File: src/design/core_defines.svh
`ifndef CORE_DEFINES_SVH
`define CORE_DEFINES_SVH

// datapath and pc width
`define DATA_W 32

// architectural registers
`define REG_NUM 32

// reorder buffer entries
`define ROB_DEPTH 8

// tag width must stay log2 of the depth
`define TAG_W 3

// first fetch address after reset
`define RESET_PC 32'h0000_0000

`endif

File: src/design/core_pkg.sv
`include "core_defines.svh"

package core_pkg;

    // reorder buffer slot index
    typedef logic [`TAG_W-1:0] rob_tag_t;

    // operations handled by the ALU
    typedef enum logic [2:0] {
        OP_NOP,
        OP_ADD,
        OP_SUB,
        OP_AND,
        OP_OR,
        OP_XOR,
        OP_BEQ,
        OP_BNE
    } alu_op_t;

    // one instruction word seen as R-type or as I/B-type
    typedef union packed {
        struct packed {
            logic [6:0] funct7;
            logic [4:0] rs2;
            logic [4:0] rs1;
            logic [2:0] funct3;
            logic [4:0] rd;
            logic [6:0] opcode;
        } r;
        struct packed {
            logic [11:0] imm;
            logic [4:0]  rs1;
            logic [2:0]  funct3;
            // rd for I-type, low immediate bits for B-type
            logic [4:0]  rd_imm;
            logic [6:0]  opcode;
        } ib;
    } instr_t;

endpackage

File: src/design/core_ifs.sv
`include "core_defines.svh"

interface dispatch_if import core_pkg::*; ();
    logic               valid;
    rob_tag_t           tag;
    alu_op_t            op;
    logic [4:0]         rd;
    logic               writes_rd;
    logic [`DATA_W-1:0] src_a;
    logic [`DATA_W-1:0] src_b;
    logic [`DATA_W-1:0] imm;
    logic [`DATA_W-1:0] pc;
    logic               full;
    rob_tag_t           tail_tag;

    modport decode (output valid, tag, op, rd, writes_rd, src_a, src_b, imm, pc,
                    input full, tail_tag);
    modport exec (input valid, tag, op, src_a, src_b, imm, pc);
    modport rob (input valid, tag, rd, writes_rd, output full, tail_tag);
endinterface

interface result_if import core_pkg::*; ();
    logic               valid;
    rob_tag_t           tag;
    logic [`DATA_W-1:0] data;
    logic               taken;
    logic [`DATA_W-1:0] target;

    modport exec (output valid, tag, data, taken, target);
    modport rob (input valid, tag, data, taken, target);
endinterface

interface commit_if import core_pkg::*; ();
    logic               valid;
    logic [4:0]         rd;
    logic               writes_rd;
    logic [`DATA_W-1:0] data;
    rob_tag_t           tag;
    logic               flush;
    logic [`DATA_W-1:0] redirect_pc;

    modport rob (output valid, rd, writes_rd, data, tag, flush, redirect_pc);
    modport rf (input valid, rd, writes_rd, data, tag, flush);
    modport watch (input flush, redirect_pc);
endinterface

File: src/design/alu_exec.sv
`include "core_defines.svh"

module alu_exec import core_pkg::*; (
    input logic        clk,
    input logic        rst,
    dispatch_if.exec   dp,
    result_if.exec     res
);

    logic [`DATA_W-1:0] alu_out;
    logic               br_taken;

    always_comb begin
        alu_out  = '0;
        br_taken = 1'b0;
        case (dp.op)
            OP_ADD: alu_out = dp.src_a + dp.src_b;
            OP_SUB: alu_out = dp.src_a - dp.src_b;
            OP_AND: alu_out = dp.src_a & dp.src_b;
            OP_OR:  alu_out = dp.src_a | dp.src_b;
            OP_XOR: alu_out = dp.src_a ^ dp.src_b;
            // branches leave data at zero
            OP_BEQ: br_taken = (dp.src_a == dp.src_b);
            OP_BNE: br_taken = (dp.src_a != dp.src_b);
            default: alu_out = '0;
        endcase
    end

    always_ff @(posedge clk) begin
        if (rst) begin
            res.valid <= 1'b0;
        end else begin
            res.valid <= dp.valid;
        end
    end

    always_ff @(posedge clk) begin
        res.tag    <= dp.tag;
        res.data   <= alu_out;
        res.taken  <= br_taken;
        res.target <= dp.pc + dp.imm;
    end

endmodule

File: src/design/arch_regfile.sv
`include "core_defines.svh"

module arch_regfile import core_pkg::*; (
    input  logic               clk,
    input  logic               rst,
    input  logic [4:0]         rs1,
    input  logic [4:0]         rs2,
    output logic [`DATA_W-1:0] rs1_val,
    output logic [`DATA_W-1:0] rs2_val,
    output logic               rs1_busy,
    output logic               rs2_busy,
    input  logic               claim,
    input  logic [4:0]         claim_rd,
    input  rob_tag_t           claim_tag,
    commit_if.rf               cm
);

    logic [`DATA_W-1:0]  regs  [`REG_NUM];
    logic [`REG_NUM-1:0] busy;
    rob_tag_t            owner [`REG_NUM];

    // x0 reads as zero
    assign rs1_val  = (rs1 == 5'd0) ? '0 : regs[rs1];
    assign rs2_val  = (rs2 == 5'd0) ? '0 : regs[rs2];
    assign rs1_busy = busy[rs1];
    assign rs2_busy = busy[rs2];

    always_ff @(posedge clk) begin
        if (cm.valid && cm.writes_rd) begin
            regs[cm.rd] <= cm.data;
        end
        if (claim) begin
            owner[claim_rd] <= claim_tag;
        end
    end

    always_ff @(posedge clk) begin
        if (rst || cm.flush) begin
            busy <= '0;
        end else begin
            if (cm.valid && cm.writes_rd && (owner[cm.rd] == cm.tag)) begin
                busy[cm.rd] <= 1'b0;
            end
            // a newer claim on the same register wins
            if (claim) begin
                busy[claim_rd] <= 1'b1;
            end
        end
    end

endmodule

File: src/design/inst_decode.sv
`include "core_defines.svh"

module inst_decode import core_pkg::*; (
    input  logic               clk,
    input  logic               rst,
    output logic [`DATA_W-1:0] fetch_pc,
    input  logic               instr_valid,
    input  instr_t             instr,
    output logic               stall,
    output logic [4:0]         rs1,
    output logic [4:0]         rs2,
    input  logic [`DATA_W-1:0] rs1_val,
    input  logic [`DATA_W-1:0] rs2_val,
    input  logic               rs1_busy,
    input  logic               rs2_busy,
    output logic               claim,
    output logic [4:0]         claim_rd,
    output rob_tag_t           claim_tag,
    dispatch_if.decode         dp,
    commit_if.watch            cm
);

    localparam logic [6:0] OPC_R = 7'b0110011;
    localparam logic [6:0] OPC_I = 7'b0010011;
    localparam logic [6:0] OPC_B = 7'b1100011;

    logic               hold_valid;
    instr_t             hold_instr;
    logic [`DATA_W-1:0] hold_pc;
    alu_op_t            op;
    logic               use_rs1;
    logic               use_rs2;
    logic               use_imm;
    logic               writes;
    logic [`DATA_W-1:0] imm;
    logic [`DATA_W-1:0] i_imm;
    logic [`DATA_W-1:0] b_imm;
    logic               src_busy;
    logic               issue;
    logic               accept;

    // immediates come from the I/B view
    assign i_imm = {{(`DATA_W-12){hold_instr.ib.imm[11]}}, hold_instr.ib.imm};
    assign b_imm = {{(`DATA_W-12){hold_instr.ib.imm[11]}}, hold_instr.ib.rd_imm[0],
                    hold_instr.ib.imm[10:5], hold_instr.ib.rd_imm[4:1], 1'b0};

    always_comb begin
        op      = OP_NOP;
        use_imm = 1'b0;
        imm     = '0;
        case (hold_instr.r.opcode)
            OPC_R: begin
                case ({hold_instr.r.funct7, hold_instr.r.funct3})
                    {7'b0000000, 3'b000}: op = OP_ADD;
                    {7'b0100000, 3'b000}: op = OP_SUB;
                    {7'b0000000, 3'b100}: op = OP_XOR;
                    {7'b0000000, 3'b110}: op = OP_OR;
                    {7'b0000000, 3'b111}: op = OP_AND;
                    default: op = OP_NOP;
                endcase
            end
            OPC_I: begin
                // only ADDI
                if (hold_instr.r.funct3 == 3'b000) begin
                    op      = OP_ADD;
                    use_imm = 1'b1;
                    imm     = i_imm;
                end
            end
            OPC_B: begin
                imm = b_imm;
                if (hold_instr.r.funct3 == 3'b000) begin
                    op = OP_BEQ;
                end else if (hold_instr.r.funct3 == 3'b001) begin
                    op = OP_BNE;
                end
            end
            default: op = OP_NOP;
        endcase
    end

    assign use_rs1 = (op != OP_NOP);
    assign use_rs2 = use_rs1 && !use_imm;
    assign writes  = (op inside {OP_ADD, OP_SUB, OP_AND, OP_OR, OP_XOR}) &&
                     (hold_instr.r.rd != 5'd0);

    assign rs1 = hold_instr.r.rs1;
    assign rs2 = hold_instr.r.rs2;

    // no forwarding, wait until sources have committed
    assign src_busy = (use_rs1 && rs1_busy) || (use_rs2 && rs2_busy);
    assign issue    = hold_valid && !dp.full && !src_busy && !cm.flush;
    assign stall    = hold_valid && !issue;
    assign accept   = instr_valid && !stall && !cm.flush;

    assign claim     = issue && writes;
    assign claim_rd  = hold_instr.r.rd;
    assign claim_tag = dp.tail_tag;

    always_ff @(posedge clk) begin
        if (rst) begin
            fetch_pc   <= `RESET_PC;
            hold_valid <= 1'b0;
            dp.valid   <= 1'b0;
        end else if (cm.flush) begin
            // drop the held instruction and restart at the target
            fetch_pc   <= cm.redirect_pc;
            hold_valid <= 1'b0;
            dp.valid   <= 1'b0;
        end else begin
            dp.valid <= issue;
            if (accept) begin
                fetch_pc   <= fetch_pc + `DATA_W'd4;
                hold_valid <= 1'b1;
            end else if (issue) begin
                hold_valid <= 1'b0;
            end
        end
    end

    always_ff @(posedge clk) begin
        if (accept) begin
            hold_instr <= instr;
            hold_pc    <= fetch_pc;
        end
        if (issue) begin
            dp.tag       <= dp.tail_tag;
            dp.op        <= op;
            dp.rd        <= hold_instr.r.rd;
            dp.writes_rd <= writes;
            dp.src_a     <= rs1_val;
            dp.src_b     <= use_imm ? imm : rs2_val;
            dp.imm       <= imm;
            dp.pc        <= hold_pc;
        end
    end

endmodule

File: src/design/ooo_core.sv
`include "core_defines.svh"

module ooo_core import core_pkg::*; (
    input  logic               clk,
    input  logic               rst,
    output logic [`DATA_W-1:0] fetch_pc,
    input  logic               instr_valid,
    input  logic [31:0]        instr,
    output logic               stall,
    output logic               commit_valid,
    output logic [4:0]         commit_rd,
    output logic               commit_writes,
    output logic [`DATA_W-1:0] commit_data,
    output logic [`TAG_W-1:0]  commit_tag,
    output logic               flush,
    output logic [`DATA_W-1:0] redirect_pc
);

    logic [4:0]         rs1;
    logic [4:0]         rs2;
    logic [`DATA_W-1:0] rs1_val;
    logic [`DATA_W-1:0] rs2_val;
    logic               rs1_busy;
    logic               rs2_busy;
    logic               claim;
    logic [4:0]         claim_rd;
    rob_tag_t           claim_tag;

    dispatch_if dp_if ();
    result_if   res_if ();
    commit_if   cm_if ();

    inst_decode u_decode (
        .clk         (clk),
        .rst         (rst),
        .fetch_pc    (fetch_pc),
        .instr_valid (instr_valid),
        .instr       (instr),
        .stall       (stall),
        .rs1         (rs1),
        .rs2         (rs2),
        .rs1_val     (rs1_val),
        .rs2_val     (rs2_val),
        .rs1_busy    (rs1_busy),
        .rs2_busy    (rs2_busy),
        .claim       (claim),
        .claim_rd    (claim_rd),
        .claim_tag   (claim_tag),
        .dp          (dp_if.decode),
        .cm          (cm_if.watch)
    );

    alu_exec u_exec (
        .clk (clk),
        .rst (rst),
        .dp  (dp_if.exec),
        .res (res_if.exec)
    );

    reorder_buffer u_rob (
        .clk (clk),
        .rst (rst),
        .dp  (dp_if.rob),
        .res (res_if.rob),
        .cm  (cm_if.rob)
    );

    arch_regfile u_regfile (
        .clk       (clk),
        .rst       (rst),
        .rs1       (rs1),
        .rs2       (rs2),
        .rs1_val   (rs1_val),
        .rs2_val   (rs2_val),
        .rs1_busy  (rs1_busy),
        .rs2_busy  (rs2_busy),
        .claim     (claim),
        .claim_rd  (claim_rd),
        .claim_tag (claim_tag),
        .cm        (cm_if.rf)
    );

    // commit stream straight from the reorder buffer
    assign commit_valid  = cm_if.valid;
    assign commit_rd     = cm_if.rd;
    assign commit_writes = cm_if.writes_rd;
    assign commit_data   = cm_if.data;
    assign commit_tag    = cm_if.tag;
    assign flush         = cm_if.flush;
    assign redirect_pc   = cm_if.redirect_pc;

endmodule

File: src/design/reorder_buffer.sv
`include "core_defines.svh"

module reorder_buffer import core_pkg::*; (
    input logic      clk,
    input logic      rst,
    dispatch_if.rob  dp,
    result_if.rob    res,
    commit_if.rob    cm
);

    localparam logic [`TAG_W:0] DEPTH_CNT = `ROB_DEPTH;

    logic [`ROB_DEPTH-1:0] ent_valid;
    logic [`ROB_DEPTH-1:0] ent_done;
    logic [4:0]            ent_rd     [`ROB_DEPTH];
    logic                  ent_writes [`ROB_DEPTH];
    logic [`DATA_W-1:0]    ent_data   [`ROB_DEPTH];
    logic                  ent_taken  [`ROB_DEPTH];
    logic [`DATA_W-1:0]    ent_target [`ROB_DEPTH];

    rob_tag_t              head;
    rob_tag_t              tail;
    logic [`TAG_W:0]       count;
    logic [`TAG_W:0]       count_pend;
    logic                  commit_fire;

    // a dispatch already on the bus holds its slot too
    assign count_pend  = count + {{`TAG_W{1'b0}}, dp.valid};
    assign dp.full     = (count_pend == DEPTH_CNT);
    assign dp.tail_tag = dp.valid ? rob_tag_t'(tail + 1'b1) : tail;

    // nothing commits in the flush cycle
    assign commit_fire = ent_valid[head] && ent_done[head] && !cm.flush;

    always_ff @(posedge clk) begin
        if (rst || cm.flush) begin
            ent_valid <= '0;
            ent_done  <= '0;
            head      <= '0;
            tail      <= '0;
            count     <= '0;
        end else begin
            if (dp.valid) begin
                ent_valid[dp.tag] <= 1'b1;
                ent_done[dp.tag]  <= 1'b0;
                tail              <= tail + 1'b1;
            end
            // stale results from before a flush find no valid entry
            if (res.valid && ent_valid[res.tag]) begin
                ent_done[res.tag] <= 1'b1;
            end
            if (commit_fire) begin
                ent_valid[head] <= 1'b0;
                head            <= head + 1'b1;
            end
            count <= count_pend - {{`TAG_W{1'b0}}, commit_fire};
        end
    end

    always_ff @(posedge clk) begin
        if (dp.valid) begin
            ent_rd[dp.tag]     <= dp.rd;
            ent_writes[dp.tag] <= dp.writes_rd;
        end
        if (res.valid) begin
            ent_data[res.tag]   <= res.data;
            ent_taken[res.tag]  <= res.taken;
            ent_target[res.tag] <= res.target;
        end
    end

    // predicted not taken, so any taken branch at the head flushes
    always_ff @(posedge clk) begin
        if (rst) begin
            cm.valid     <= 1'b0;
            cm.writes_rd <= 1'b0;
            cm.flush     <= 1'b0;
        end else begin
            cm.valid     <= commit_fire;
            cm.writes_rd <= commit_fire && ent_writes[head];
            cm.flush     <= commit_fire && ent_taken[head];
        end
    end

    always_ff @(posedge clk) begin
        if (commit_fire) begin
            cm.rd          <= ent_rd[head];
            cm.data        <= ent_data[head];
            cm.tag         <= head;
            cm.redirect_pc <= ent_target[head];
        end
    end

endmodule

File: config.mk
export PLATFORM = sky130hd
export DESIGN_NAME = ooo_core
export DESIGN_NICKNAME = d
export VERILOG_FILES = /design/src/design/core_pkg.sv /design/src/design/core_ifs.sv /design/src/design/alu_exec.sv /design/src/design/arch_regfile.sv /design/src/design/inst_decode.sv /design/src/design/ooo_core.sv /design/src/design/reorder_buffer.sv
export VERILOG_INCLUDE_DIRS = /design/src /design/src/design
export SDC_FILE = /design/constraint.sdc
export NUM_CORES = 2
export LEC_CHECK = 0
export BUFFER_PORTS_ARGS = -buffer_cell sky130_fd_sc_hd__buf_2
export CAP_MARGIN = 25
export CELL_PAD_IN_SITES_DETAIL_PLACEMENT = 1
export CELL_PAD_IN_SITES_GLOBAL_PLACEMENT = 2
export CORE_AREA = 2 2 443 445
export CTS_BUF_LIST = sky130_fd_sc_hd__clkbuf_4 sky130_fd_sc_hd__clkbuf_8 sky130_fd_sc_hd__clkbuf_16
export CTS_CLUSTER_DIAMETER = 200
export CTS_CLUSTER_SIZE = 14
export DETAILED_ROUTE_END_ITERATION = 8
export DIE_AREA = 0 0 445 447
export PLACE_DENSITY = 0.81
export SLEW_MARGIN = 15
export SYNTH_ARGS = -nofsm -noshare
export SYNTH_HDL_FRONTEND = slang
export SYNTH_HIERARCHICAL = 1
export SYNTH_SLANG_ARGS = --single-unit
File: constraint.sdc
create_clock -name clk -period 8.2 [get_ports clk]
set_input_delay 0.41 -clock clk [delete_from_list [all_inputs] [get_ports clk]]
set_output_delay 0.41 -clock clk [all_outputs]
set_load 0.05 [all_outputs]
Word-level counts from Yosys, hierarchy flattened:

Memories as Yosys holds them, arrays and structs flattened. A register that Yosys moved wholly into a read port is not among the register bits.
Index checks and enable logic that the tools add are counted.

* $add $sub $neg: 8
* multipliers: 0
* div/mod/pow operators: 0
* magnitude comparators: 12
* eq/ne operators: 24
* shifts and indexed selects: 0
* mux-type cells: 60
* bitwise logic cells: 12
* reductions and logical operators: 41

Operators with widths (count)
* $mux 32: 8
* $pmux 32 s5: 1
* $add 32x32->32: 2
* $and 32x32->32: 2
* $or 32x32->32: 2
* $pmux 32 s2: 1
* $mux 8: 6
* $add 32x3->32 const B: 1
* $eq 32x32->1: 1
* $ne 32x32->1: 1
* $not 32->32: 1
* $sub 32x32->32: 1
* $xor 32x32->32: 1
* $eq 10x3->1 const B: 3
* $lt 5x6->1 const B: 4
* $logic_and 1x1->1: 23
* $mux 1: 23
* $mux 3: 7
* $eq 3x3->1 const B: 6
* $and 8x8->8: 2
* $not 8->8: 2
* $or 8x8->8: 2
* $pmux 3 s5: 1
* $eq 3x2->1 const B: 4
* 29 further kinds: 52

* flip-flop bits (word level): 339
* bits in latches: 0
* memory bits (writable): 1688
* memory bits (read-only): 0
* input bits: 35
* word-level logic and storage cells: 191
* memories: 7

Memory list
* u_regfile.regs: words 32, bits a word 32, rd ports 2, clocked after Yosys merged registers in 2, wr ports 1, RTL line arch_regfile.sv:18 `` logic [`DATA_W-1:0] regs [`REG_NUM]; ``
* u_rob.ent_data: words 8, bits a word 32, rd ports 1, clocked after Yosys merged registers in 1, wr ports 1, RTL line reorder_buffer.sv:17 `` logic [`DATA_W-1:0] ent_data [`ROB_DEPTH]; ``
* u_rob.ent_target: words 8, bits a word 32, rd ports 1, clocked after Yosys merged registers in 1, wr ports 1, RTL line reorder_buffer.sv:19 `` logic [`DATA_W-1:0] ent_target [`ROB_DEPTH]; ``
* u_regfile.owner: words 32, bits a word 3, rd ports 1, clocked after Yosys merged registers in 0, wr ports 1, RTL line arch_regfile.sv:20 `` rob_tag_t owner [`REG_NUM]; ``
* u_rob.ent_rd: words 8, bits a word 5, rd ports 1, clocked after Yosys merged registers in 1, wr ports 1, RTL line reorder_buffer.sv:15 `` logic [4:0] ent_rd [`ROB_DEPTH]; ``
* u_rob.ent_taken: words 8, bits a word 1, rd ports 1, clocked after Yosys merged registers in 1, wr ports 1, RTL line reorder_buffer.sv:18 `` logic ent_taken [`ROB_DEPTH]; ``
* 1 more memories

Depth between registers and ports, before layout:

* depth after elaboration: 18
* mapped depth: 14

Hierarchy:

Netlist, hierarchy kept.

Modules (own cells, without submodules)
* arch_regfile: times used 1, cells an instance 2429, area each 52968.3 um2, sequential area each 34272.9 um2
* reorder_buffer: times used 1, cells an instance 1193, area each 24887.6 um2, sequential area each 19859.0 um2
* inst_decode: times used 1, cells an instance 581, area each 8548.2 um2, sequential area each 6236.0 um2
* alu_exec: times used 1, cells an instance 1108, area each 8281.7 um2, sequential area each 1381.3 um2

Worst setup path before layout:

Ideal clock, no wire load.

* kind: register to output
* start point: register u_decode/hold_instr[15] (netlist bit)
* end point: output stall
* data arrival time: 5.959 ns
* path slack: 1.831 ns
* stages on the path, launching flop included: 11
* cells stage by stage: edfxtp_1 -> buf_4 -> clkbuf_1 -> clkbuf_1 -> mux4_2 -> mux4_2 -> mux2_2 -> a21oi_2 -> o211ai_1 -> inv_1 -> nor2_1

* word-level cells in the longest chain between the ends: 9

RTL lines
* start, declared: RTL line inst_decode.sv:28 `instr_t hold_instr;`
* start signal, assigned: RTL line inst_decode.sv:123 `hold_instr <= instr;`
* $bmux 1 s5: RTL line arch_regfile.sv:25 `assign rs1_busy = busy[rs1];`
* $mux 1 (not written as such): RTL line arch_regfile.sv:25
* via rs1_busy: RTL line ooo_core.sv:23 `logic rs1_busy;`
* $logic_and 1x1->1: RTL line inst_decode.sv:91 `assign src_busy = (use_rs1 && rs1_busy) || (use_rs2 && rs2_busy);`
* $logic_or 1x1->1: RTL line inst_decode.sv:91
* $logic_not 1->1: RTL line inst_decode.sv:92 `assign issue = hold_valid && !dp.full && !src_busy && !cm.flush;`
* $logic_and 1x1->1 (2 in series): RTL line inst_decode.sv:92
* via u_decode.issue: RTL line inst_decode.sv:39 `logic issue;`
* $logic_not 1->1: RTL line inst_decode.sv:93 `assign stall = hold_valid && !issue;`
* $logic_and 1x1->1: RTL line inst_decode.sv:93
* end, declared: RTL line ooo_core.sv:9 `output logic stall,`

The timed path passes the listed nets, and every way through them passes these cells. The select of a mux whose other input is x is not followed.

Final worst setup path:

* start point: register u_decode/hold_instr[20] (netlist bit)
* end point: output stall

* word-level cells in the longest chain between the ends: 9

RTL lines
* $bmux 1 s5: RTL line arch_regfile.sv:26 `assign rs2_busy = busy[rs2];`
* $mux 1 (not written as such): RTL line arch_regfile.sv:26
* via rs2_busy: RTL line ooo_core.sv:24 `logic rs2_busy;`
* $logic_and 1x1->1: RTL line inst_decode.sv:91
* $logic_or 1x1->1: RTL line inst_decode.sv:91
* $logic_not 1->1: RTL line inst_decode.sv:92
* $logic_and 1x1->1 (2 in series): RTL line inst_decode.sv:92
* via u_decode.issue: RTL line inst_decode.sv:39
* $logic_not 1->1: RTL line inst_decode.sv:93
* $logic_and 1x1->1: RTL line inst_decode.sv:93

The timed path passes the listed nets, and every way through them passes these cells. The select of a mux whose other input is x is not followed.

==> out/results.ini <==
[pwr]
p_leak_nw = 33.8
finalPower_mw = 21.5
power_density_mw_per_mm2 = 207
irDropWorstVdd_mv = 0.218

[synth]
avgSynthCellArea_um2 = 17.8
ys_warn_count = 6
synth-simple-area-share_pct = 4.84
synthDistinctLibCells = 113
synth.top_cell.area_share_pct = 61.7
synth_edf_count = 1945
syn_nets = 5490
synth_xor_area_share_pct = 0.462
yosysTopAreaCell = edfxtp_1
ys_seq_elements = 2112
synth-compound-area-share_pct = 4.63
async_reset_ff_share_pct = 0
ys.flop_type = edfxtp_1
ys_seq_area_share_pct = 65.2
synth_fa_ha_area_share_pct = 1.93
synth_top_family_by_area = multiplexers
syn_area_mm2 = 0.0947
synthTopCellsByArea = edfxtp_1, mux4_2, dfxtp_1
synth_mux_area_share_pct = 20.6
synthCells = 5311

[placed_design]
place_congestion = 0.844
port_buffers = 142
dp_hpwl_um = 160000
place_area_mm2 = 0.0983
dp.cells = 7760
post-place-ws_ns = 3.02

[timing]
setup_tns_ns = 0
fin_skew_ns = 0.0608
hold_violations = 0
setup_slack_ns = 2.81
setup_viol = 0
tightest_slew_ns = 1.11
drv_slew = 0
rsz0062_at_grt = false
fin_crit_sh_pct = 65.7
fmax_mhz = 186
fin_crit_ns = 5.39
holdWs_ns = 0.233
relSlewSlack_pct = 25.3

[grt]
antenna_found_initial = 8
grt_pass1_wl_um = 397000
grt_pass1_vias = 55580
grt_max_degree = 136
overflow = 0
globalRouteTotalUtil_pct = 27.7

[finish]
layout_common_cells = edfxtp_1, mux4_2, nand2_1
nets = 5614
fin_cells = 8068
mostFrequentLayoutCell = edfxtp_1
drive_gt1_share_pct = 26.6
syn_to_final_growth_pct = 9.67
fin_util_pct = 53.5
finalInstanceArea_mm2 = 0.104

[clock_tree]
cts_hold_buf = 33
cts_sinks = 2112
cts_root_buf = clkbuf_16
cts_tree = built
post_cts.repair.setup_buffers = 0
cts.reportedPaths.clkPinSlew_ns = 0.07
clockBufferDepth = 3
cts_resized = 0
htreeDepth = 4
numCtsBuffers = 168
worstSkewPairLatency_ns = 0.85

[floorplanning]
die_y_um = 447
die-area_mm2 = 0.199
die_x_um = 445
row_count = 162
io_pins = 143
initial_core_util_pct = 48.8
placeableCoreArea_mm2 = 0.194

[worst_setup_path]
reg2reg_depth = 10
crit_type = reg -> out
crit_arrival_ns = 4.98
critical_path_required_ns = 7.79
start_kind = flip-flop
crit_path_end_kind = primary output
critPathMaxFanout = 60

[detailed_routing]
post_drt_wl_per_cell_um = 34.1
wl_um = 275000
first_pass_iters = 7
drtIter0Drc = 5894
vias = 53854
ant_nets = 0
drc = 0
via_per_inst = 6.68

[status]
status = complete, no violations

[min_path]
min_path_type = in -> reg
hold_path_depth = 2

[job]
cap_violations = 0

per-layer routing:
metal | global-route usage, % | routed length [um] | up-vias
met3 | 4.39 | 21500 | 534
met4 | 10.3 | 10300 | 0
met1 | 37.1 | 107000 | 28904
met2 | 46.0 | 136000 | 2544
met5 | 0 | 0 | -
li1 | - | - | 21872
sequential cells by signal, summed over array words and instances, names as in the netlist, 40 cells and up, named ones only:
register,count
u_rob/ent_data,256
u_rob/ent_target,256
u_rob/ent_rd,40
u_regfile/owner,96
u_regfile/regs,1024
power by group:
part / switching, mW / leakage, nW / internal (mW)
sequential: 0.220 / 18.9 / 11.9
combinational: 0.882 / 12.3 / 0.653
clock: 3.76 / 2.50 / 4.05
total: 4.86 / 33.8 / 16.6
cells by family after synthesis:
group / after synthesis
AO/OA/AOI/OAI: 610
XOR/XNOR: 50
AND/OR/NAND/NOR: 978
adder cells (fa/ha/maj): 144
flip-flops: 2112
multiplexers: 937
buffers and inverters: 480
synthesized netlist by cell type (11+ instances only):
cell and instances:
a2111oi_1 11, and3_1 21, a31oi_1 18, buf_6 11
clkbuf_1 185, nor2b_1 22, a211oi_1 44, mux4_2 809
a311oi_1 24, buf_1 26, o21ai_0 91, ha_1 141
and2_1 18, nor2_1 329, o21bai_1 18, a2111oi_0 12
xor2_1 18, a21o_1 59, nand2b_1 29, a21oi_1 121
dfxtp_1 167, o22ai_1 21, o211ai_1 27, nor3_1 47
buf_4 48, a221oi_1 12, inv_1 118, o221ai_1 11
nand2_1 341, buf_2 88, or3_1 13, o21a_1 11
xnor2_1 32, nand3_1 31, or4_1 20, edfxtp_1 1945
mux2i_1 120, o31ai_1 21, nand4_1 21, a22oi_1 14
worst paths after layout:
kind / startpoint / end / slack (ns)
hold / removal: rst / u_decode/fetch_pc[0] / 0.23
setup reg to reg: u_decode/hold_instr[20] / u_regfile/busy[2] / 2.90
hold reg to reg: u_decode/hold_pc[14] / u_decode/dp.pc[14] / 0.42
setup / recovery: u_decode/hold_instr[20] / stall / 2.81
layout make-up:
type	instances	area, um^2
fill	17404	90300
sequential	2112	61800
multi-input combinational	2719	31100
clock buffer	239	4770
tap	2542	3180
timing repair buffer	314	2330
inverter	120	457
clock inverter	12	194
antenna	10	25.0
worst max-delay path, stage by stage, from the launching register on:
cell	delay, ns
edfxtp_1	0.99
mux4_2	0.61
mux4_2	0.49
mux2_2	0.29
a21oi_2	0.42
o211ai_1	0.32
inv_6	0.59
nor2_1	0.13
buf_2	0.25
Note: power is estimated with default switching activity, not from simulation.
